## config.mk

```make
export PLATFORM = sky130hd
export DESIGN_NAME = byte_bank
export DESIGN_NICKNAME = d
export VERILOG_FILES = /design/src/dmem_cfg_pkg.sv /design/src/lsu_types_pkg.sv /design/src/byte_bank.sv
export SDC_FILE = /design/constraint.sdc
export NUM_CORES = 2
export LEC_CHECK = 0
export BUFFER_PORTS_ARGS = -buffer_cell sky130_fd_sc_hd__buf_2
export CORE_ASPECT_RATIO = 0.8
export CORE_MARGIN = 5
export CORE_UTILIZATION = 63
export CTS_BUF_LIST = sky130_fd_sc_hd__clkbuf_8
export DETAILED_ROUTE_END_ITERATION = 8
export HOLD_SLACK_MARGIN = 0.12
export PLACE_DENSITY_LB_ADDON = 0.12
export SYNTH_ARGS = -nofsm -noshare
export SYNTH_HDL_FRONTEND = slang
export SYNTH_SLANG_ARGS = --single-unit
```

## constraint.sdc

```tcl
create_clock -name clk -period 4.55 [get_ports clk]
set_input_delay 0.6825 -clock clk [delete_from_list [all_inputs] [get_ports clk]]
set_output_delay 0.6825 -clock clk [all_outputs]
set_load 0.05 [all_outputs]
```

## src/dmem_cfg_pkg.sv

```systemverilog
// Data memory geometry: lane count, bank depth, index width, bank index type
`default_nettype none

package dmem_cfg_pkg;

    //////////////////////////////////////////////////
    // Bank geometry
    //////////////////////////////////////////////////

    localparam int NUM_LANES  = 4;      // Byte lanes per word
    localparam int BANK_DEPTH = 256;    // Words per bank
    localparam int BANK_AW    = 8;      // log2(BANK_DEPTH)

    // Word index shared by every lane
    // Taken from address[BANK_AW+1:2], upper bits dropped
    typedef logic [BANK_AW-1:0] bank_idx_t;

endpackage : dmem_cfg_pkg

`default_nettype wire

```

## src/lsu_types_pkg.sv

```systemverilog
// LSU operation enum, word, half and byte types, load test function, pipeline latency
`default_nettype none

package lsu_types_pkg;

    //////////////////////////////////////////////////
    // Data widths
    //////////////////////////////////////////////////

    typedef logic [31:0] word_t;    // Address or data word
    typedef logic [15:0] half_t;    // Half word for LH/LHU/SH
    typedef logic [7:0]  byte_t;    // One bank lane

    //////////////////////////////////////////////////
    // Operations
    //////////////////////////////////////////////////

    // Loads first, stores after
    typedef enum logic [2:0] {
        LB  = 3'd0,                 // Load byte, sign extended
        LBU = 3'd1,                 // Load byte, zero extended
        LH  = 3'd2,                 // Load half, sign extended
        LHU = 3'd3,                 // Load half, zero extended
        LW  = 3'd4,                 // Load word
        SB  = 3'd5,                 // Store byte
        SH  = 3'd6,                 // Store half
        SW  = 3'd7                  // Store word
    } lsu_op_t;

    // Cycles from request edge to response
    localparam int LSU_LATENCY = 2;

    //////////////////////////////////////////////////
    // Helpers
    //////////////////////////////////////////////////

    // High for any load, low for the three stores
    function automatic logic op_is_load(input lsu_op_t op);
        logic load;
        case (op)
            LB, LBU, LH, LHU, LW: load = 1'b1;
            default:              load = 1'b0;  // SB, SH, SW
        endcase
        return load;
    endfunction

endpackage : lsu_types_pkg

`default_nettype wire

```

## src/byte_bank.sv

```systemverilog
// Byte-wide bank with synchronous write and registered read
`default_nettype none

module byte_bank (
    input  wire logic                    clk,
    input  wire logic                    we,       // Write this lane
    input  wire logic                    re,       // Read this lane
    input  wire dmem_cfg_pkg::bank_idx_t idx,      // Word index
    input  wire lsu_types_pkg::byte_t    wdata,
    output      lsu_types_pkg::byte_t    rdata     // Held while re is low
);

    //////////////////////////////////////////////////
    // Storage
    //////////////////////////////////////////////////

    lsu_types_pkg::byte_t mem [dmem_cfg_pkg::BANK_DEPTH];  // Contents not cleared

    //////////////////////////////////////////////////
    // Write port
    //////////////////////////////////////////////////

    always_ff @(posedge clk) begin
        if (we) begin
            mem[idx] <= wdata;                   // Visible to a read next edge
        end
    end

    //////////////////////////////////////////////////
    // Read port
    //////////////////////////////////////////////////

    // Decoder never raises we and re together, one op per cycle
    always_ff @(posedge clk) begin
        if (re) begin
            rdata <= mem[idx];                   // Old value kept otherwise
        end
    end

endmodule : byte_bank

`default_nettype wire

```

==> impl_metrics.csv <==
group,metric,value,unit
finish,area_growth,12.4,%
finish,fin_area,0.0883,sq mm
sta,finalSetupViolCount,0,
logic_synthesis,synth_cells,3547,
drt,via_count,39763,
global_route,antenna_found_initial,6,
finish,multi_input_area,0.0158,sq mm
sta,maxSlewViolCount,0,
cts,clock-root-buffer,"clkbuf_8",
min_path,holdCritPathClass,"in2reg",
logic_synthesis,synth_xor_area_frac,0,
logic_synthesis,synth.avg_cell_area,22.2,sq um
run_status,status,"complete, no violations",
global_route,grt_pass1_vias,40224,
place,globalplace.congestion,0.846,
logic_synthesis,synthTopCellsByCount,"2,056 x edfxtp_1, 512 x mux4_2, 256 x a22oi_1",
floorplanning,core,0.123,sq mm
floorplanning,die_area,0.132,sq mm
cts,hold_buffers,2,
logic_synthesis,synth-adder-area-share,0,
logic_synthesis,synth_mux_area_frac,0.147,
place,placed_area,0.0829,sq mm
cts,clock_latency,1.03,ns
finish,n_fill_cell,7098,
logic_synthesis,yosysSeqAreaShare,0.786,
finish,stdcell_count,5884,
place,dpl.hpwl,116000,microns
power,p_leak,27.9,nW
critical_path,cp-start-kind,"input pin",
logic_synthesis,yosysMostFrequentCell,"edfxtp_1",
floorplanning,die_width,405,microns
drt,wl_per_cell,32.2,microns
finish,final_nets,4045,
place,dp.cells,5344,
sta,tns,0,ns
logic_synthesis,ys_ff_latch,2056,
critical_path,arrival,4.02,ns
sta,max_freq,304,MHz
sta,fin_hold_ws,0.276,ns
drt,ant_nets,0,
sta,slew_headroom,0.0851,
power,ir_worst_vdd,0.360,mV
sta,rsz0062_at_grt,"no",
floorplanning,die_y,326,microns
sta,setup_ws,1.26,ns
drt,drtPass1Iterations,5,
logic_synthesis,synthDistinctLibCells,21,
critical_path,cp.required,5.28,ns
cts,htree_num_levels,5,
floorplanning,rows,115,
cts,tritoncts,"built",
sta,period_needed,3.29,ns
cts,numCtsBuffers,316,
critical_path,crit_fanout,52,
logic_synthesis,synthSimpleGateAreaFrac,0.0173,
sta,finalCritPeriodShare,0.723,
logic_synthesis,syn_nets,3566,
global_route,grt_max_degree,152,
logic_synthesis,syn_area,0.0786,sq mm
logic_synthesis,synth_top_area_frac,0.786,
logic_synthesis,yosysWarnings,0,
cts,post_cts_buffers,0,
floorplanning,start_util,0.636,
logic_synthesis,synth_area_leaders,"edfxtp_1 79%, mux4_2 15%, a22oi_1 2.4%",
logic_synthesis,synthArstFlopShare,0,
global_route,track_usage,0.293,
drt,drc,0,
drt,drtIter0Drc,5875,
sta,fin_worst_skew,0.0638,ns
cts,ctsLongestPathBuffers,4,
critical_path,crit_type,"in2reg",
logic_synthesis,synth_edf_count,2056,
sta,tightest_slew,1.37,ns
drt,postRouteWirelength,190000,microns
floorplanning,io_pins,27,
critical_path,critPathCaptureType,"flip-flop",
run,cap_violations,0,
global_route,grt_overflow,0,
logic_synthesis,synth_top_family_by_area,"multiplexers",
power,power_density,409,mW/mm^2
logic_synthesis,synth_top_cell_by_area,"edfxtp_1",
cts,clk_pin_slew,0.06,ns
place,dp_slack,0.296,ns
finish,seq_area,0.0617,sq mm
cts,cts_resized,0,
finish,drive_above_1_share,0.299,
logic_synthesis,synth_compound_area_frac,0.0362,
global_route,grt_pass1_wl,278000,microns
logic_synthesis,synthFlopType,"edfxtp_1",
cts,cts_sinks,2056,
drt,vias_per_cell,6.76,
sta,hold_violations,0,
place,io_buffers,26,
==> layout by cell type (no fill, tap or decap) <==
cell / Yosys / layout
diode_2: 0 / 4
nor2_4: 0 / 1
dlygate4sd3_1: 0 / 2
clkinv_1: 0 / 78
clkinvlp_4: 0 / 3
nor2_1: 232 / 231
o41ai_1: 32 / 32
nor2b_1: 7 / 5
a22oi_1: 256 / 256
nand2_1: 28 / 28
or2_2: 2 / 2
buf_2: 36 / 16
nand3_1: 13 / 13
and2_1: 3 / 2
buf_8: 0 / 2
nand4_1: 8 / 8
nand2b_2: 0 / 1
mux4_2: 512 / 512
nor2b_4: 0 / 2
or3_1: 1 / 1
a21oi_1: 128 / 128
inv_6: 0 / 1
and2_4: 0 / 1
clkinv_2: 0 / 30
edfxtp_1: 2056 / 2056
nand2b_1: 6 / 5
inv_1: 1 / 97
nor3_1: 30 / 30
clkbuf_8: 0 / 334
buf_4: 16 / 332
buf_12: 0 / 33
==> registers in the layout, indices dropped and copies added (netlist names) <==
| register | count |
|---|---|
| mem | 2048 |
| rdata | 8 |
==> final cells by class <==
type | instances | area share
sequential | 2056 | 0.699
multi-input combinational | 1258 | 0.179
clock buffer | 326 | 0.0508
timing repair buffer | 393 | 0.0384
tap | 1638 | 0.0232
clock inverter | 208 | 0.00945
antenna | 4 | 0.000113
inverter | 1 | 0.0000425
==> final timing paths <==
path                         end  slack [ns]  cells after the start             startpoint
max           rdata[6]$_DFFE_PP_        1.26                      8                 idx[0]
min          mem[6][3]$_DFFE_PP_        0.28                      1               wdata[3]
max reg2reg   rdata[6]$_DFFE_PP_        1.64                      5  mem[138][6]$_DFFE_PP_
min reg2reg   rdata[5]$_DFFE_PP_        1.04                      5  mem[247][5]$_DFFE_PP_
==> cells by family (layout without fill, tap and decap cells) <==
group	after synthesis	count (layout)
other	0	4
DFF	2056	2056
and+or+nand+nor	330	330
muxes	512	512
buffers and inverters	233	928
AOI/OAI and AO/OA	416	416
==> per-stage QoR <==
step                      power, mW   util
final                          36.1  0.715
after global routing           37.3  0.715
after CTS                      36.3  0.715
after detailed placement       23.1  0.672
after global placement         23.1  0.672
after floorplan                22.3      -
==> routing by layer <==
layer / wire length [microns] / global-route usage / vias to the layer above
met4: 4940 / 0.0872 / 2
met5: 13 / 0 / -
met2: 87700 / 0.427 / 2584
met1: 73800 / 0.443 / 20782
met3: 23200 / 0.0844 / 330
li1: - / - / 16065
==> where the power goes <==
group	total [mW]	internal, mW	switching [mW]
Combinational	1.81	0.643	1.17
Clock	13.4	6.60	6.79
Sequential	20.9	20.9	0.0316
Total	36.1	28.1	7.99
==> critical path: stages <==
cell	delay [ns]
buf_8	0.58
buf_12	0.31
buf_4	0.26
mux4_2	0.52
a22oi_1	0.25
a21oi_1	0.19
o41ai_1	0.97
nand4_1	0.15
No activity file was read; power rests on OpenSTA's default activity.
