`src/dmem_cfg_pkg.sv`:
```
// Data memory geometry: lane count, bank depth, index width, bank index type
`default_nettype none

package dmem_cfg_pkg;

    //////////////////////////////////////////////////
    // Bank geometry
    //////////////////////////////////////////////////

    localparam int NUM_LANES  = 4;      // Byte lanes per word
    localparam int BANK_DEPTH = 256;    // Words per bank
    localparam int BANK_AW    = 8;      // log2(BANK_DEPTH)

    // Word index shared by every lane
    // Taken from address[BANK_AW+1:2], upper bits dropped
    typedef logic [BANK_AW-1:0] bank_idx_t;

endpackage : dmem_cfg_pkg

`default_nettype wire

```
`src/lsu_types_pkg.sv`:
```
// LSU operation enum, word, half and byte types, load test function, pipeline latency
`default_nettype none

package lsu_types_pkg;

    //////////////////////////////////////////////////
    // Data widths
    //////////////////////////////////////////////////

    typedef logic [31:0] word_t;    // Address or data word
    typedef logic [15:0] half_t;    // Half word for LH/LHU/SH
    typedef logic [7:0]  byte_t;    // One bank lane

    //////////////////////////////////////////////////
    // Operations
    //////////////////////////////////////////////////

    // Loads first, stores after
    typedef enum logic [2:0] {
        LB  = 3'd0,                 // Load byte, sign extended
        LBU = 3'd1,                 // Load byte, zero extended
        LH  = 3'd2,                 // Load half, sign extended
        LHU = 3'd3,                 // Load half, zero extended
        LW  = 3'd4,                 // Load word
        SB  = 3'd5,                 // Store byte
        SH  = 3'd6,                 // Store half
        SW  = 3'd7                  // Store word
    } lsu_op_t;

    // Cycles from request edge to response
    localparam int LSU_LATENCY = 2;

    //////////////////////////////////////////////////
    // Helpers
    //////////////////////////////////////////////////

    // High for any load, low for the three stores
    function automatic logic op_is_load(input lsu_op_t op);
        logic load;
        case (op)
            LB, LBU, LH, LHU, LW: load = 1'b1;
            default:              load = 1'b0;  // SB, SH, SW
        endcase
        return load;
    endfunction

endpackage : lsu_types_pkg

`default_nettype wire

```
`src/lsu_decode.sv`:
```
// Access decoder: address add, alignment check, lane enables, store steering, stage-1 tag
`default_nettype none

module lsu_decode (
    input  wire logic                                          clk,
    input  wire logic                                          rst_n,
    // Request side
    input  wire logic                                          req_valid,
    input  wire lsu_types_pkg::lsu_op_t                        req_op,
    input  wire lsu_types_pkg::word_t                          req_base,
    input  wire lsu_types_pkg::word_t                          req_offset,
    input  wire lsu_types_pkg::word_t                          req_wdata,
    // Bank side
    output      dmem_cfg_pkg::bank_idx_t                       bank_idx,
    output      logic                                          bank_re,
    output      logic [dmem_cfg_pkg::NUM_LANES-1:0]            lane_we,
    output      lsu_types_pkg::byte_t [dmem_cfg_pkg::NUM_LANES-1:0] lane_wdata,
    // Stage-1 tag to the formatter
    output      logic                                          s1_valid,
    output      lsu_types_pkg::lsu_op_t                        s1_op,
    output      logic [1:0]                                    s1_byte_off,
    output      logic                                          s1_fault,
    output      lsu_types_pkg::word_t                          s1_wdata
);

    lsu_types_pkg::word_t               addr;         // Effective address
    logic [1:0]                         byte_off;     // Lane of the first byte
    logic                               is_load;
    logic                               is_store;
    logic                               size_b;       // Byte access
    logic                               size_h;       // Half access
    logic                               size_w;       // Word access
    logic                               misaligned;
    logic [dmem_cfg_pkg::NUM_LANES-1:0] size_mask;    // Lanes touched, before validity
    lsu_types_pkg::word_t               steered;      // Store data replicated to lanes

    //////////////////////////////////////////////////
    // Address generation
    //////////////////////////////////////////////////

    assign addr     = req_base + req_offset;          // Base plus offset, wraps
    assign byte_off = addr[1:0];
    assign bank_idx = addr[dmem_cfg_pkg::BANK_AW+1:2]; // Upper bits ignored

    //////////////////////////////////////////////////
    // Operation class and size
    //////////////////////////////////////////////////

    assign is_load  = lsu_types_pkg::op_is_load(req_op);
    assign is_store = ~is_load;

    always_comb begin
        size_b = 1'b0;
        size_h = 1'b0;
        size_w = 1'b0;
        case (req_op)
            lsu_types_pkg::LB,
            lsu_types_pkg::LBU,
            lsu_types_pkg::SB:  size_b = 1'b1;    // One lane
            lsu_types_pkg::LH,
            lsu_types_pkg::LHU,
            lsu_types_pkg::SH:  size_h = 1'b1;    // Two lanes
            default:            size_w = 1'b1;    // LW, SW
        endcase
    end

    // Half must be even, word must be on a word boundary
    assign misaligned = (size_h & byte_off[0]) |
                        (size_w & (byte_off != 2'b00));

    //////////////////////////////////////////////////
    // Write mask and store data
    //////////////////////////////////////////////////

    always_comb begin
        if (size_b) begin
            size_mask = 4'b0001 << byte_off;              // Lane addr[1:0]
            steered   = {4{req_wdata[7:0]}};              // Byte on every lane
        end else if (size_h) begin
            size_mask = 4'b0011 << {byte_off[1], 1'b0};   // Lanes 0-1 or 2-3
            steered   = {2{req_wdata[15:0]}};             // Half on both pairs
        end else begin
            size_mask = 4'b1111;
            steered   = req_wdata;                        // Word as is
        end
    end

    // Faulted or idle cycles touch no lane
    assign lane_we    = (req_valid & is_store & ~misaligned) ? size_mask : '0;
    assign lane_wdata = steered;                          // Lane k gets bits 8k+7:8k
    assign bank_re    = req_valid & is_load & ~misaligned;

    //////////////////////////////////////////////////
    // Stage-1 tag
    //////////////////////////////////////////////////

    // Control bits
    always_ff @(posedge clk) begin
        if (!rst_n) begin
            s1_valid <= 1'b0;
            s1_fault <= 1'b0;
        end else begin
            s1_valid <= req_valid;
            s1_fault <= req_valid & misaligned;   // Only meaningful with valid
        end
    end

    // Payload travelling beside the bank read
    always_ff @(posedge clk) begin
        s1_op       <= req_op;
        s1_byte_off <= byte_off;
        s1_wdata    <= req_wdata;                 // Unsteered, echoed on stores
    end

endmodule : lsu_decode

`default_nettype wire

```
`config.mk`:
```
export PLATFORM = sky130hd
export DESIGN_NAME = lsu_decode
export DESIGN_NICKNAME = d
export VERILOG_FILES = /design/src/dmem_cfg_pkg.sv /design/src/lsu_types_pkg.sv /design/src/lsu_decode.sv
export SDC_FILE = /design/constraint.sdc
export NUM_CORES = 1
export LEC_CHECK = 0
export ABC_AREA = 1
export BUFFER_PORTS_ARGS = -buffer_cell sky130_fd_sc_hd__buf_4
export CORE_MARGIN = 2
export CORE_UTILIZATION = 38
export CTS_BUF_LIST = sky130_fd_sc_hd__clkbuf_16
export DETAILED_ROUTE_END_ITERATION = 10
export GPL_ROUTABILITY_DRIVEN = 1
export GPL_TIMING_DRIVEN = 0
export PLACE_DENSITY = 0.94
export SLEW_MARGIN = 20
export SYNTH_ARGS = -nofsm -noshare
export SYNTH_HDL_FRONTEND = slang
export SYNTH_SLANG_ARGS = --single-unit
export TNS_END_PERCENT = 50
```
`constraint.sdc`:
```
create_clock -name clk -period 3.7 [get_ports clk]
set_input_delay 0.185 -clock clk [delete_from_list [all_inputs] [get_ports clk]]
set_output_delay 0.185 -clock clk [all_outputs]
set_load 0.005 [all_outputs]
```
==> summary.md <==
| Metric | Value |
|---|---|
| Internal power | just under 900 uW |
| Worst path cell trace | buf_4, ha_1, fa_1, nor2_1, o21bai_2, nand2_1, nor2_1, buf_4 |
| Hold bufs inserted after CTS | 0 |
| H-tree depth | 2 |
| Net Count, Synth | about 360 |
| Net Sw Power | about 320 uW |
| All-Layer GR Usage | about a fifth |
| Antenna diodes | 0 |
| Critical path class | in2out |
| Leak Pwr | between 0.0015 and 0.002 uW |
| PwrDens | ~380 nW/um2 |
| Final instance area | between 3000 and 4000 um2 |
| Most frequent cell after synthesis | nand2_1 |
| Vias/cell | between 4 and 5 |
| Worst Hold Class | in2reg |
| Final worst path period need | roughly 1.9 ns |
| First DRT Iteration DRCs | 43 |
| Final Hold Vio Count | 0 |
| Routed wire length | approximately 6 mm |
| Slew margin rel. | around four fifths |
| Syn Std Cell Area | roughly 1900 um2 |
| Post-synthesis cell type count | 24 |
| Synth top cells by count | nand2_1, dfxtp_1, inv_1, o21ai_0, buf_4 |
| Post-synthesis sequential area ratio | between 40% and 50% |
| Initial antenna violation count | 0 |
| Tcrit/Tclk final | 51.61% |
| # Post-CTS Setup Buffers | 0 |
| Measured slew at the worst slew-check pin | 0.3175 ns |
| Crit. End Element | output port |
| Logic pwr share | roughly 29% |
| Via count of the first global-routing pass | ~2000 |
| DR pass1 iterations | 4 |
| First-pass GRT wire length | 8.838 mm |
| GPL Wtd Cong | approximately 0.85 |
| Avg Synthesized Cell Area | ~7.5 um2 |
| Slowest stage cell, crit path | fa_1 |
| Asr flop ratio synth | 0% |
| Maximum VDD drop | 174.5 uV |
| Top FF cell, synth | dfxtp_1 |
| Drc violations | 0 |
| CP Data Arrival Time | about 1.7 ns |
| Die footprint | 5455 um2 |
| Antenna Nets Post-Route | 0 |
| Grt ovf | 0 |
| Layout cells sized above 1 | between 40% and 50% |
| TritonCTS clock tree | yes |
| Status | completed |
| WP buf/inv | 2 |
| Clk pwr share | approximately 33% |
| Die height | approximately 74 um |
| Post-placement cell area | approximately 3000 um2 |
| Post-synth EDFFs | 0 |
| Max Clock Freq | about 520 MHz |
| Post-DP HPWL | around 5.0 mm |
| Crit path max-delay family | adder cells |
| CTS-repair resized insts | 0 |
| Area contributors post-synth | dfxtp_1, nand2_1, buf_4 |
| RSZ-0062 raised after global routing | false |
| Max FO, Critical Path | 6 |
| Num ports | approximately 190 |
| CTS sink cnt | 39 |
| Clk buf depth | 2 |
| CP peak stage delay | 0.53 ns |
| Final Util | about 66% |
| Fin nets | 506 |
| Rows | 25 |
| Clock buffer count from CTS | 5 |
| Max-cap viol count | 0 |
| Area leader, netlist | dfxtp_1 |
| Die X | 73.86 um |
| Port Buffers | about 140 |
| Clk slew on worst S/H paths | approximately 0.06 ns |
| Crit start category | primary input |
| Wire length per cell | between 10 and 15 um |
| Initial Util | around two fifths |
| Core area | about 4700 um2 |
| Setup TNS | 0 ns |
| Yosys Warn Count | 0 |
| Top-area cell type share of the netlist area | a little over two fifths |
| Flip-flop and latch count after synthesis | 39 |
| Worst Path Required | 3.51 ns |
| Finish-stage setup viols | 0 |
| Mapped Cells | ~250 |
| Sequential share of power | ~38% |
| Placed Instances | roughly 450 |
| Max Transition Viols Final | 0 |
| Vias | 2119 |
| Layout Cells excl Fill | ~460 |
| Largest net degree at the start of global routing | 12 |
| Clock root buffer | clkbuf_16 |
| Switching share of power | around a quarter |
| Area Growth Syn to Fin | 69.03% |
[cells in the final DEF, fill, tap and decap left out, types with 3 or more instances in the layout]
| cell type | Yosys | routed |
|---|---|---|
| a21oi_1 | 5 | 5 |
| a22oi_1 | 3 | 3 |
| buf_4 | 16 | 157 |
| clkbuf_16 | 0 | 5 |
| dfxtp_1 | 39 | 39 |
| ha_1 | 9 | 9 |
| inv_1 | 25 | 27 |
| nand2_1 | 83 | 83 |
| nand3_1 | 11 | 11 |
| nor2_1 | 15 | 15 |
| o21ai_0 | 18 | 18 |
| xor2_1 | 5 | 5 |
[per-stage QoR]
stage                     hold slack [ns]  worst slack, ns  power (uW)
final                             0.01609            1.790        1204
after global routing              0.01345            1.649        1267
after CTS                         0.01409            1.774        1216
after detailed placement           0.2978            1.780       816.0
after global placement             0.2977            1.809       805.1
after floorplan                    0.2127            2.118       617.3
[area by class of cell]
cell class,instances,area (um2)
clock inverters,3,12.51
multi-input cells,161,830.8
fillers,398,1589
clock buffers,5,125.1
well taps,67,83.83
plain buffers,19,141.4
repair buffers,141,1059
inverters,27,101.3
flip-flops and latches,39,780.7
[metal layers]
layer | global-route usage, % | vias to the layer above | wire length (um)
li1 | - | 1055 | -
met5 | 0 | - | 0
met4 | 6.061 | 0 | 40
met2 | 42.26 | 102 | 3241
met3 | 5.624 | 4 | 524
met1 | 20.77 | 958 | 2124
[cells by family after synthesis]
family | share of synthesized area [%]
AND/OR/NAND/NOR | 24.90
adder cells (fa/ha/maj) | 7.153
flip-flops | 42.11
buffers and inverters | 13.09
XOR/XNOR | 2.362
AO/OA/AOI/OAI | 10.39
[power by group through the flow]
stage | combinational, uW | sequential (uW) | clock [uW]
final | 353 | 451 | 399
after CTS | 357 | 452 | 407
after detailed placement | 356 | 460 | 0
after floorplan | 154 | 463 | 0
after global routing | 391 | 453 | 423
after global placement | 345 | 460 | 0
[final timing paths]
path	from	to	slack [ns]	depth (start not counted)
max	req_base[0]	lane_we[0]	1.79	8
min	req_wdata[26]	s1_wdata[26]	0.02	1
[state kept, by name, summed over array words and instances (netlist names)]
register / count
s1_fault: 1
s1_wdata: 32
s1_byte_off: 2
s1_valid: 1
s1_op: 3
Note: power is estimated with default switching activity, not from simulation.
