**src/dmem_cfg_pkg.sv**
```systemverilog
// Data memory geometry: lane count, bank depth, index width, bank index type
`default_nettype none

package dmem_cfg_pkg;

    //////////////////////////////////////////////////
    // Bank geometry
    //////////////////////////////////////////////////

    localparam int NUM_LANES  = 4;      // Byte lanes per word
    localparam int BANK_DEPTH = 256;    // Words per bank
    localparam int BANK_AW    = 8;      // log2(BANK_DEPTH)

    // Word index shared by every lane
    // Taken from address[BANK_AW+1:2], upper bits dropped
    typedef logic [BANK_AW-1:0] bank_idx_t;

endpackage : dmem_cfg_pkg

`default_nettype wire

```
**src/lsu_types_pkg.sv**
```systemverilog
// LSU operation enum, word, half and byte types, load test function, pipeline latency
`default_nettype none

package lsu_types_pkg;

    //////////////////////////////////////////////////
    // Data widths
    //////////////////////////////////////////////////

    typedef logic [31:0] word_t;    // Address or data word
    typedef logic [15:0] half_t;    // Half word for LH/LHU/SH
    typedef logic [7:0]  byte_t;    // One bank lane

    //////////////////////////////////////////////////
    // Operations
    //////////////////////////////////////////////////

    // Loads first, stores after
    typedef enum logic [2:0] {
        LB  = 3'd0,                 // Load byte, sign extended
        LBU = 3'd1,                 // Load byte, zero extended
        LH  = 3'd2,                 // Load half, sign extended
        LHU = 3'd3,                 // Load half, zero extended
        LW  = 3'd4,                 // Load word
        SB  = 3'd5,                 // Store byte
        SH  = 3'd6,                 // Store half
        SW  = 3'd7                  // Store word
    } lsu_op_t;

    // Cycles from request edge to response
    localparam int LSU_LATENCY = 2;

    //////////////////////////////////////////////////
    // Helpers
    //////////////////////////////////////////////////

    // High for any load, low for the three stores
    function automatic logic op_is_load(input lsu_op_t op);
        logic load;
        case (op)
            LB, LBU, LH, LHU, LW: load = 1'b1;
            default:              load = 1'b0;  // SB, SH, SW
        endcase
        return load;
    endfunction

endpackage : lsu_types_pkg

`default_nettype wire

```
**src/load_format.sv**
```systemverilog
// Load formatter: lane select, sign or zero extension, store echo, response registers
`default_nettype none

module load_format (
    input  wire logic                                          clk,
    input  wire logic                                          rst_n,
    // Stage-1 tag
    input  wire logic                                          s1_valid,
    input  wire lsu_types_pkg::lsu_op_t                        s1_op,
    input  wire logic [1:0]                                    s1_byte_off,
    input  wire logic                                          s1_fault,
    input  wire lsu_types_pkg::word_t                          s1_wdata,
    // Bank outputs
    input  wire lsu_types_pkg::byte_t [dmem_cfg_pkg::NUM_LANES-1:0] lane_rdata,
    // Response
    output      logic                                          rsp_valid,
    output      lsu_types_pkg::word_t                          rsp_data,
    output      logic                                          rsp_rd_we,
    output      logic                                          rsp_fault
);

    lsu_types_pkg::word_t rd_word;     // Four lanes as one word
    lsu_types_pkg::byte_t sel_byte;    // Addressed byte
    lsu_types_pkg::half_t sel_half;    // Addressed half
    lsu_types_pkg::word_t ext_data;    // Extended load or store echo
    logic                 is_load;
    lsu_types_pkg::word_t next_data;

    //////////////////////////////////////////////////
    // Lane selection
    //////////////////////////////////////////////////

    assign rd_word  = lane_rdata;                  // Lane 0 in bits 7:0
    assign sel_byte = lane_rdata[s1_byte_off];
    assign sel_half = s1_byte_off[1] ? rd_word[31:16] : rd_word[15:0];  // Even offsets only

    //////////////////////////////////////////////////
    // Extension
    //////////////////////////////////////////////////

    always_comb begin
        case (s1_op)
            lsu_types_pkg::LB:  ext_data = {{24{sel_byte[7]}}, sel_byte};   // Sign
            lsu_types_pkg::LBU: ext_data = {24'h0, sel_byte};               // Zero
            lsu_types_pkg::LH:  ext_data = {{16{sel_half[15]}}, sel_half};  // Sign
            lsu_types_pkg::LHU: ext_data = {16'h0, sel_half};               // Zero
            lsu_types_pkg::LW:  ext_data = rd_word;
            default:            ext_data = s1_wdata;   // Stores echo their data
        endcase
    end

    assign is_load   = lsu_types_pkg::op_is_load(s1_op);
    assign next_data = s1_fault ? '0 : ext_data;   // Fault returns zero

    //////////////////////////////////////////////////
    // Response registers
    //////////////////////////////////////////////////

    // Control flags
    always_ff @(posedge clk) begin
        if (!rst_n) begin
            rsp_valid <= 1'b0;
            rsp_rd_we <= 1'b0;
            rsp_fault <= 1'b0;
        end else begin
            rsp_valid <= s1_valid;
            rsp_rd_we <= s1_valid & is_load & ~s1_fault;  // Clean loads only
            rsp_fault <= s1_valid & s1_fault;
        end
    end

    // Data word
    always_ff @(posedge clk) begin
        rsp_data <= next_data;
    end

endmodule : load_format

`default_nettype wire

```
**config.mk**
```make
export PLATFORM = sky130hd
export DESIGN_NAME = load_format
export DESIGN_NICKNAME = d
export VERILOG_FILES = /design/src/dmem_cfg_pkg.sv /design/src/lsu_types_pkg.sv /design/src/load_format.sv
export SDC_FILE = /design/constraint.sdc
export NUM_CORES = 1
export LEC_CHECK = 0
export ABC_AREA = 1
export BUFFER_PORTS_ARGS = -buffer_cell sky130_fd_sc_hd__buf_2
export CAP_MARGIN = 30
export CORE_UTILIZATION = 28
export DETAILED_ROUTE_END_ITERATION = 10
export PLACE_DENSITY_LB_ADDON = 0.08
export SYNTH_ARGS = -nofsm -noshare
export SYNTH_HDL_FRONTEND = slang
export SYNTH_SLANG_ARGS = --single-unit
```
**constraint.sdc**
```tcl
create_clock -name clk -period 1.3 [get_ports clk]
set_input_delay 0.13 -clock clk [delete_from_list [all_inputs] [get_ports clk]]
set_output_delay 0.13 -clock clk [all_outputs]
set_load 0.01 [all_outputs]
```
==> out/qor.csv, run 1 <==
metric,value,unit
use_met1,0.251,
critPathRequiredTime,1.17,ns
slew_headroom,0.769,
n_antenna_cell,0,
critPathKind,reg -> out,
drc,0,
multi_input_area,0.00112,mm^2
rows,31,
ys_types,18,
end_kind,primary output,
fin_cells,555,
die_w,89.0,um
min_path_cells,2,
async_flop_share,0,
min_to,rsp_rd_we$_SDFF_PN0_,
cp_max_fo,1,
crit_start,rsp_data[11]$_SDFF_PP0_,
maxCapViolations,0,
synth.area.top_cells,"dfxtp_1 33%, nand2_1 19%, a21oi_1 10%",
cts_resized,0,
synth_xor_area_frac,0,
first_pass_iters,4,
synth_fa_ha_area_frac,0,
synth_top_cell_by_area,dfxtp_1,
combPwrFrac,0.251,
fmax,1110,MHz
yosysSeqAreaShare,0.330,
setup_viol,0,
syn_area_per_cell,6.01,um^2
ys_warn_count,0,
ys.flop_type,dfxtp_1,
seq_area,701,um^2
yosys-mux-area-fraction,0,
grt_pass1_vias,2273,
gr-total-overflow,0,
io_pins,108,
wl_per_cell,13.0,um
peakVddDrop,0.429,mV
crit_path_start_kind,flip-flop,
synthSimpleGateAreaFrac,0.342,
slew_violations,0,
finalHoldViolations,0,
crit_chain,buf_2,
p_int,2.09,mW
critPathArrivalTime,0.77,ns
cp_slowest_cell,dfxtp_1,
synth_compound_area_frac,0.188,
netlist_area,0.00212,mm^2
swShare,0.297,
core_area,0.00729,mm^2
cts_setup_buffers,0,
rsz0062_at_grt,no,
grt_antenna_before_repair,0,
postCtsHoldBufs,0,
power_density,1040,mW/mm^2
synth_top_family_by_area,simple AND/OR/NAND/NOR gates,
switchingPower,883,uW
grt_util_all_layers,0.187,
portBuffers,107,
layout-drive-gt1-share,0.309,
dpl.cell_count,547,
worstHoldStart,s1_fault,
synth_seq_cells,35,
synth_most_common_cell,nand2_1,
setup-tns-final,0,ns
worst_pin_slew,0.345,ns
die_h,89.0,um
num-fill-cells,859,
grt_start_max_net_pins,39,
ant_nets,0,
drtIter0Drc,94,
grtUsageMet2,0.306,
grt_pass1_wl,11200,um
dieArea,0.00793,mm^2
cts.sinks,35,
crit_family,flip-flops,
hpwl,5270,um
cts_buffer_depth,2,
period_needed,0.897,ns
wl,7190,um
synth_common_cells,"110 x nand2_1, 44 x a21oi_1, 38 x nor2_1",
initial_core_util,0.291,
clk_pin_slew_worst_paths,0.08,ns
vias_per_cell,4.47,
cts-root-buf,clkbuf_8,
seqPwrFrac,0.397,
synth_edf_count,0,
layout.nets,528,
hold_ws,0.0166,ns
grt.met3_usage,0.0342,
hp-class,in -> reg,
status,completed,
cts_tree,done,
syn_nets,426,
gp_congestion,0.861,
fin_crit_sh,0.690,
numCtsBuffers,5,
worstPathBufferInverterCount,1,
total_power,2.97,mW
htree_levels,2,
clockPowerShare,0.352,
synthCells,353,
via_count,2481,
yosysTopAreaCellShare,0.330,
busiest_layer,met2,
max_stage_delay,0.34,ns
syn_to_final_growth,35.0,%
power.leakage,1.61,nW
## layout by cell type, fill, tap and decap left out
master / n
nor2_1: 38
inv_1: 34
nand2_1: 109
bufinv_16: 1
nor2_4: 1
buf_12: 2
dfxtp_1: 35
buf_2: 107
o21ai_1: 23
a21oi_2: 2
inv_4: 1
clkbuf_8: 6
o21ai_0: 9
nand3_1: 23
nand2_2: 5
clkinv_2: 1
a21oi_1: 44
inv_2: 5
buf_4: 9
nand3_4: 1
## flip-flops by register name (all words and copies together) (netlist names)
register	cells
rsp_fault	1
rsp_rd_we	1
rsp_valid	1
rsp_data	32
## cell type report
type | count | share of cell area
Clock buffer | 6 | 0.0288
Clock inverter | 2 | 0.0122
Inverter | 40 | 0.0533
Multi-Input combinational cell | 255 | 0.393
Sequential cell | 35 | 0.245
Tap cell | 99 | 0.0433
Timing Repair Buffer | 118 | 0.225
## stage by stage
step / util / cell area (um^2) / worst slack [ns]
floorplan: - / 2120 / 0.318
global placement: 0.376 / 2750 / 0.105
detailed placement: 0.376 / 2750 / 0.0890
CTS: 0.393 / 2860 / 0.369
global route: 0.393 / 2860 / 0.297
finish: 0.393 / 2860 / 0.403
## metal layers
metal	wire length, um	up-vias	share of wire
met2	3360	75	0.47
li1	-	1306	-
met3	427	9	0.059
met1	3310	1091	0.46
met4	99	0	0.014
met5	0	-	0
## kinds of logic after synthesis
kind of cell    after synthesis
buf+inv                      63
simple gates                177
flops                        35
compound gates               78
## power groups by stage
stage | Sequential [mW] | Combinational (mW) | Clock (mW)
after floorplan | 1.25 | 0.389 | 0
after global placement | 1.21 | 0.749 | 0
after detailed placement | 1.21 | 0.745 | 0
after CTS | 1.18 | 0.749 | 1.08
after global routing | 1.19 | 0.846 | 1.14
final | 1.18 | 0.744 | 1.05
## worst max path at each step
stage | slack (ns) | cells after the start | end
floorplan | 0.32 | 8 | rsp_data[24]$_SDFF_PP0_
global placement | 0.11 | 7 | rsp_data[8]$_SDFF_PP0_
detailed placement | 0.09 | 7 | rsp_data[8]$_SDFF_PP0_
CTS | 0.37 | 1 | rsp_data[15]
global route | 0.30 | 7 | rsp_data[29]$_SDFF_PP0_
finish | 0.40 | 1 | rsp_data[11]
No activity file was read; power rests on OpenSTA's default activity.
==> run 2, diff against run 1 <==
clock period = 0.8 ns   (was 1.3 ns; I/O delays follow)
==> run 2 against run 1 <==
The flow now finishes with violations (setup timing); global-route usage is 0.11 points higher; worst setup slack worse by 0.41 ns; non-clock buffer count is 24 higher; critical path type unchanged.
==> out/qor.csv, run 2 (synthesis results as in run 1) <==
metric,value,unit
status,"complete, but fails checks",
violations,setup timing,
drtIter0Drc,108,
fin_cells,579,
layout-drive-gt1-share,0.398,
peakVddDrop,0.588,mV
grt_util_all_layers,0.188,
initial_core_util,0.291,
final_cell_mix,"106 x nand2_1, 93 x buf_2, 41 x a21oi_1",
dpl.cell_count,566,
finalHoldViolations,0,
num-fill-cells,849,
drc,0,
power_density,1410,mW/mm^2
worst_pin_slew,0.291,ns
dieArea,0.00793,mm^2
clk_pin_slew_worst_paths,0.08,ns
gr-total-overflow,0,
cts_tree,done,
critPathArrivalTime,0.73,ns
die_w,89.0,um
rsz0062_at_grt,yes,
post_dp_cell_area,0.00301,mm^2
slew_violations,0,
grt_start_max_net_pins,27,
wl,7330,um
rows,31,
total_power,4.69,mW
setup-tns-final,-0.0248,ns
critPathRequiredTime,0.72,ns
hp-class,in -> reg,
period_needed,0.811,ns
cts-root-buf,clkbuf_8,
portBuffers,107,
cts.sinks,35,
numCtsBuffers,5,
largest_register,rsp_data,
io_pins,108,
maxCapViolations,0,
layout.nets,552,
via_count,2566,
gp_congestion,0.825,
crit_path_start_kind,flip-flop,
largest_register_ffs,32,
cp_max_fo,1,
grt_antenna_before_repair,0,
cp_slowest_cell,dfxtp_2,
htree_levels,2,
wl_per_cell,12.7,um
hpwl,5630,um
hold_ws,0.0239,ns
power.leakage,1.80,nW
final_cell_area,0.00333,mm^2
n_antenna_cell,0,
crit_chain,buf_6,
setup_viol,5,
core_area,0.00729,mm^2
syn_to_final_growth,57.1,%
fmax,1230,MHz
die_h,89.0,um
max_stage_delay,0.33,ns
fin_ws,-0.0111,ns
mostFrequentLayoutCell,nand2_1,
place_ws,-0.299,ns
cts_buffer_depth,2,
vias_per_cell,4.43,
end_kind,primary output,
slew_headroom,0.805,
utilization,0.457,
critPathKind,reg -> out,
first_pass_iters,4,
fin_crit_sh,1.01,
ant_nets,0,
grt_pass1_wl,11400,um
crit_family,flip-flops,
worstPathBufferInverterCount,1,
grt_pass1_vias,2359,
run 2: changes by cell type in the layout (fill, tap and decap cells not counted), moves of 3 or more:
cell     change
buf_6       +16
buf_2       -14
dfxtp_1     -13
dfxtp_2     +13
buf_4        +9
buf_12       +7
nand2_4      +4
nor2_1       -4
nor2_2       +4
a21oi_1      -3
a21oi_2      +3
nand2_1      -3
o21ai_2      +3
run 2: power by group:
part	switching, mW	internal, mW
Clock	0.653	0.608
Combinational	0.774	0.717
Sequential	0.0458	1.90
Total	1.47	3.22
run 2: area by class of cell:
class                   count  area [um^2]  area share
clock buffers               6         72.6      0.0218
clock inverters             2         12.5     0.00376
inverters                  40          158      0.0473
multi-input cells         255         1190       0.357
flip-flops and latches     35          717       0.215
well taps                  99          124      0.0372
repair buffers            142         1060       0.318
run 2: tightest hold or removal path, cell delays in order:
cell and delay, ns:
buf_2 0.07, nand2_1 0.05, inv_1 0.07
run 2: path summary, 6_finish.rpt:
path                                    to  slack [ns]  depth (start not counted)               startpoint
worst max-delay path          rsp_data[15]       -0.01                          1  rsp_data[15]$_SDFF_PP0_
worst min-delay path  rsp_valid$_SDFF_PN0_        0.02                          3                 s1_valid
run 2: metal layers:
layer  wire [um]  GRT usage
met1        3330      0.246
met2        3510      0.316
met3         387     0.0332
met4         102     0.0592
met5           0          0
run 2: repair_timing:
action | in CTS | in global routing
setup buffers | 0 | 2
hold buffers | 1 | 0
pin swaps | 0 | 4
hold endpoints to repair | 1 | 0
setup endpoints to repair | 21 | 63
cloned | 0 | 2
gates resized for setup | 6 | 41
==> run 3, diff against run 2 <==
PLACE_DENSITY = 0.59   (was default)
PLACE_DENSITY_LB_ADDON = default   (was 0.08)
==> run 3 against run 2 <==
The flow still finishes with violations (setup timing); worst hold slack improved by 0.041 ns; clock power is 29% higher; worst setup slack lost 0.0019 ns; sequential cell count is the same; via count is 2.3% higher; non-clock buffer count is 7 lower; cell area down 0.15%; critical path type unchanged; largest power group unchanged.
==> out/qor.csv, run 3 (synthesis results as in run 1) <==
metric,value,unit
status,"complete, but fails checks",
violations,setup timing,
maxCapViolations,0,
fmax,1230,MHz
power.leakage,1.80,nW
total_power,5.05,mW
fin_crit_sh,1.02,
numCtsBuffers,5,
grt_start_max_net_pins,33,
grt_pass1_vias,2382,
hpwl,5470,um
place_ws,-0.304,ns
die_h,89.0,um
slew_headroom,0.802,
crit_chain,buf_6,
cp_slowest_cell,dfxtp_2,
wl,7490,um
critPathKind,reg -> out,
path_depth,1,
htree_levels,2,
cts_buffer_depth,2,
min_path_cells,3,
die_w,89.0,um
cts-root-buf,clkbuf_8,
portBuffers,107,
period_needed,0.813,ns
post_dp_cell_area,0.00295,mm^2
core_area,0.00729,mm^2
layout-drive-gt1-share,0.378,
gr-total-overflow,0,
cts.sinks,35,
initial_core_util,0.291,
worstPathBufferInverterCount,1,
crit_path_start_kind,flip-flop,
largest_register,rsp_data,
io_pins,108,
rows,31,
max_stage_delay,0.33,ns
fin_cells,572,
layout.nets,545,
drtIter0Drc,152,
largest_register_ffs,32,
fin_ws,-0.0130,ns
worst_pin_slew,0.295,ns
cts_tree,done,
clk_pin_slew_worst_paths,0.08,ns
drc,0,
mostFrequentLayoutCell,nand2_1,
via_count,2624,
cts_setup_buffers,0,
rsz0062_at_grt,yes,
grt_util_all_layers,0.185,
finalHoldViolations,0,
setup_viol,11,
ant_nets,0,
end_kind,primary output,
crit_family,flip-flops,
final_cell_area,0.00333,mm^2
dieArea,0.00793,mm^2
wl_per_cell,13.1,um
slew_violations,0,
peakVddDrop,0.791,mV
final_cell_mix,"106 x nand2_1, 93 x buf_2, 43 x a21oi_1",
vias_per_cell,4.59,
dpl.cell_count,558,
n_antenna_cell,0,
power_density,1520,mW/mm^2
gp_congestion,0.889,
grt_pass1_wl,11200,um
syn_to_final_growth,56.9,%
critPathArrivalTime,0.73,ns
first_pass_iters,4,
cp_max_fo,1,
grt_antenna_before_repair,0,
hp-class,in -> reg,
critPathRequiredTime,0.72,ns
-- run 3: cell count changes in the layout (fill, tap and decap cells not counted), moves of 2 or more --
cell / previous run / this run
buf_4: 18 / 10
o21ai_2: 3 / 0
a21oi_1: 41 / 43
a21oi_2: 5 / 3
buf_12: 9 / 11
buf_6: 16 / 14
buf_8: 2 / 0
dlygate4sd3_1: 1 / 3
o21ai_1: 21 / 23
-- run 3: per-stage QoR --
step	TNS [ns]	util	hold slack, ns
3_5_place_dp	-7.51	0.404	0.277
4_1_cts	-0.372	0.428	0.0557
6_report	-0.0579	0.456	0.0648
3_3_place_gp	-6.97	0.404	0.276
5_1_grt	-1.05	0.456	0.0625
2_1_floorplan	-1.20	-	0.152
-- run 3: final timing paths --
path	startpoint	to	slack, ns
max	rsp_data[19]$_SDFF_PP0_	rsp_data[19]	-0.01
min	s1_wdata[1]	rsp_data[1]$_SDFF_PP0_	0.06
-- run 3: area by class of cell --
type	instances	area [um^2]
clock buffer	5	68.8
fill	819	3970
clock inverter	3	43.8
timing repair buffer	135	1030
multi-input combinational	255	1180
tap	99	124
sequential	35	717
inverter	40	160
-- run 3: metal layers --
layer / global-route usage / wire length [um] / vias up
li1: - / - / 1345
met1: 0.240 / 3310 / 1182
met2: 0.308 / 3670 / 93
met3: 0.0305 / 443 / 4
met4: 0.0693 / 65 / 0
met5: 0 / 0 / -
-- run 3: repair_timing --
action	in CTS	in global routing
endpoints found under the hold margin	2	0
pin swaps	0	4
setup endpoints to repair	29	58
cloned	0	3
resized for setup	8	36
hold buffers	3	0
-- run 3: report_power, final --
part | internal, mW | switching, mW | leakage (nW)
clock | 0.928 | 0.688 | 0.0581
combinational | 0.709 | 0.779 | 1.44
sequential | 1.90 | 0.0457 | 0.295
total | 3.53 | 1.51 | 1.80
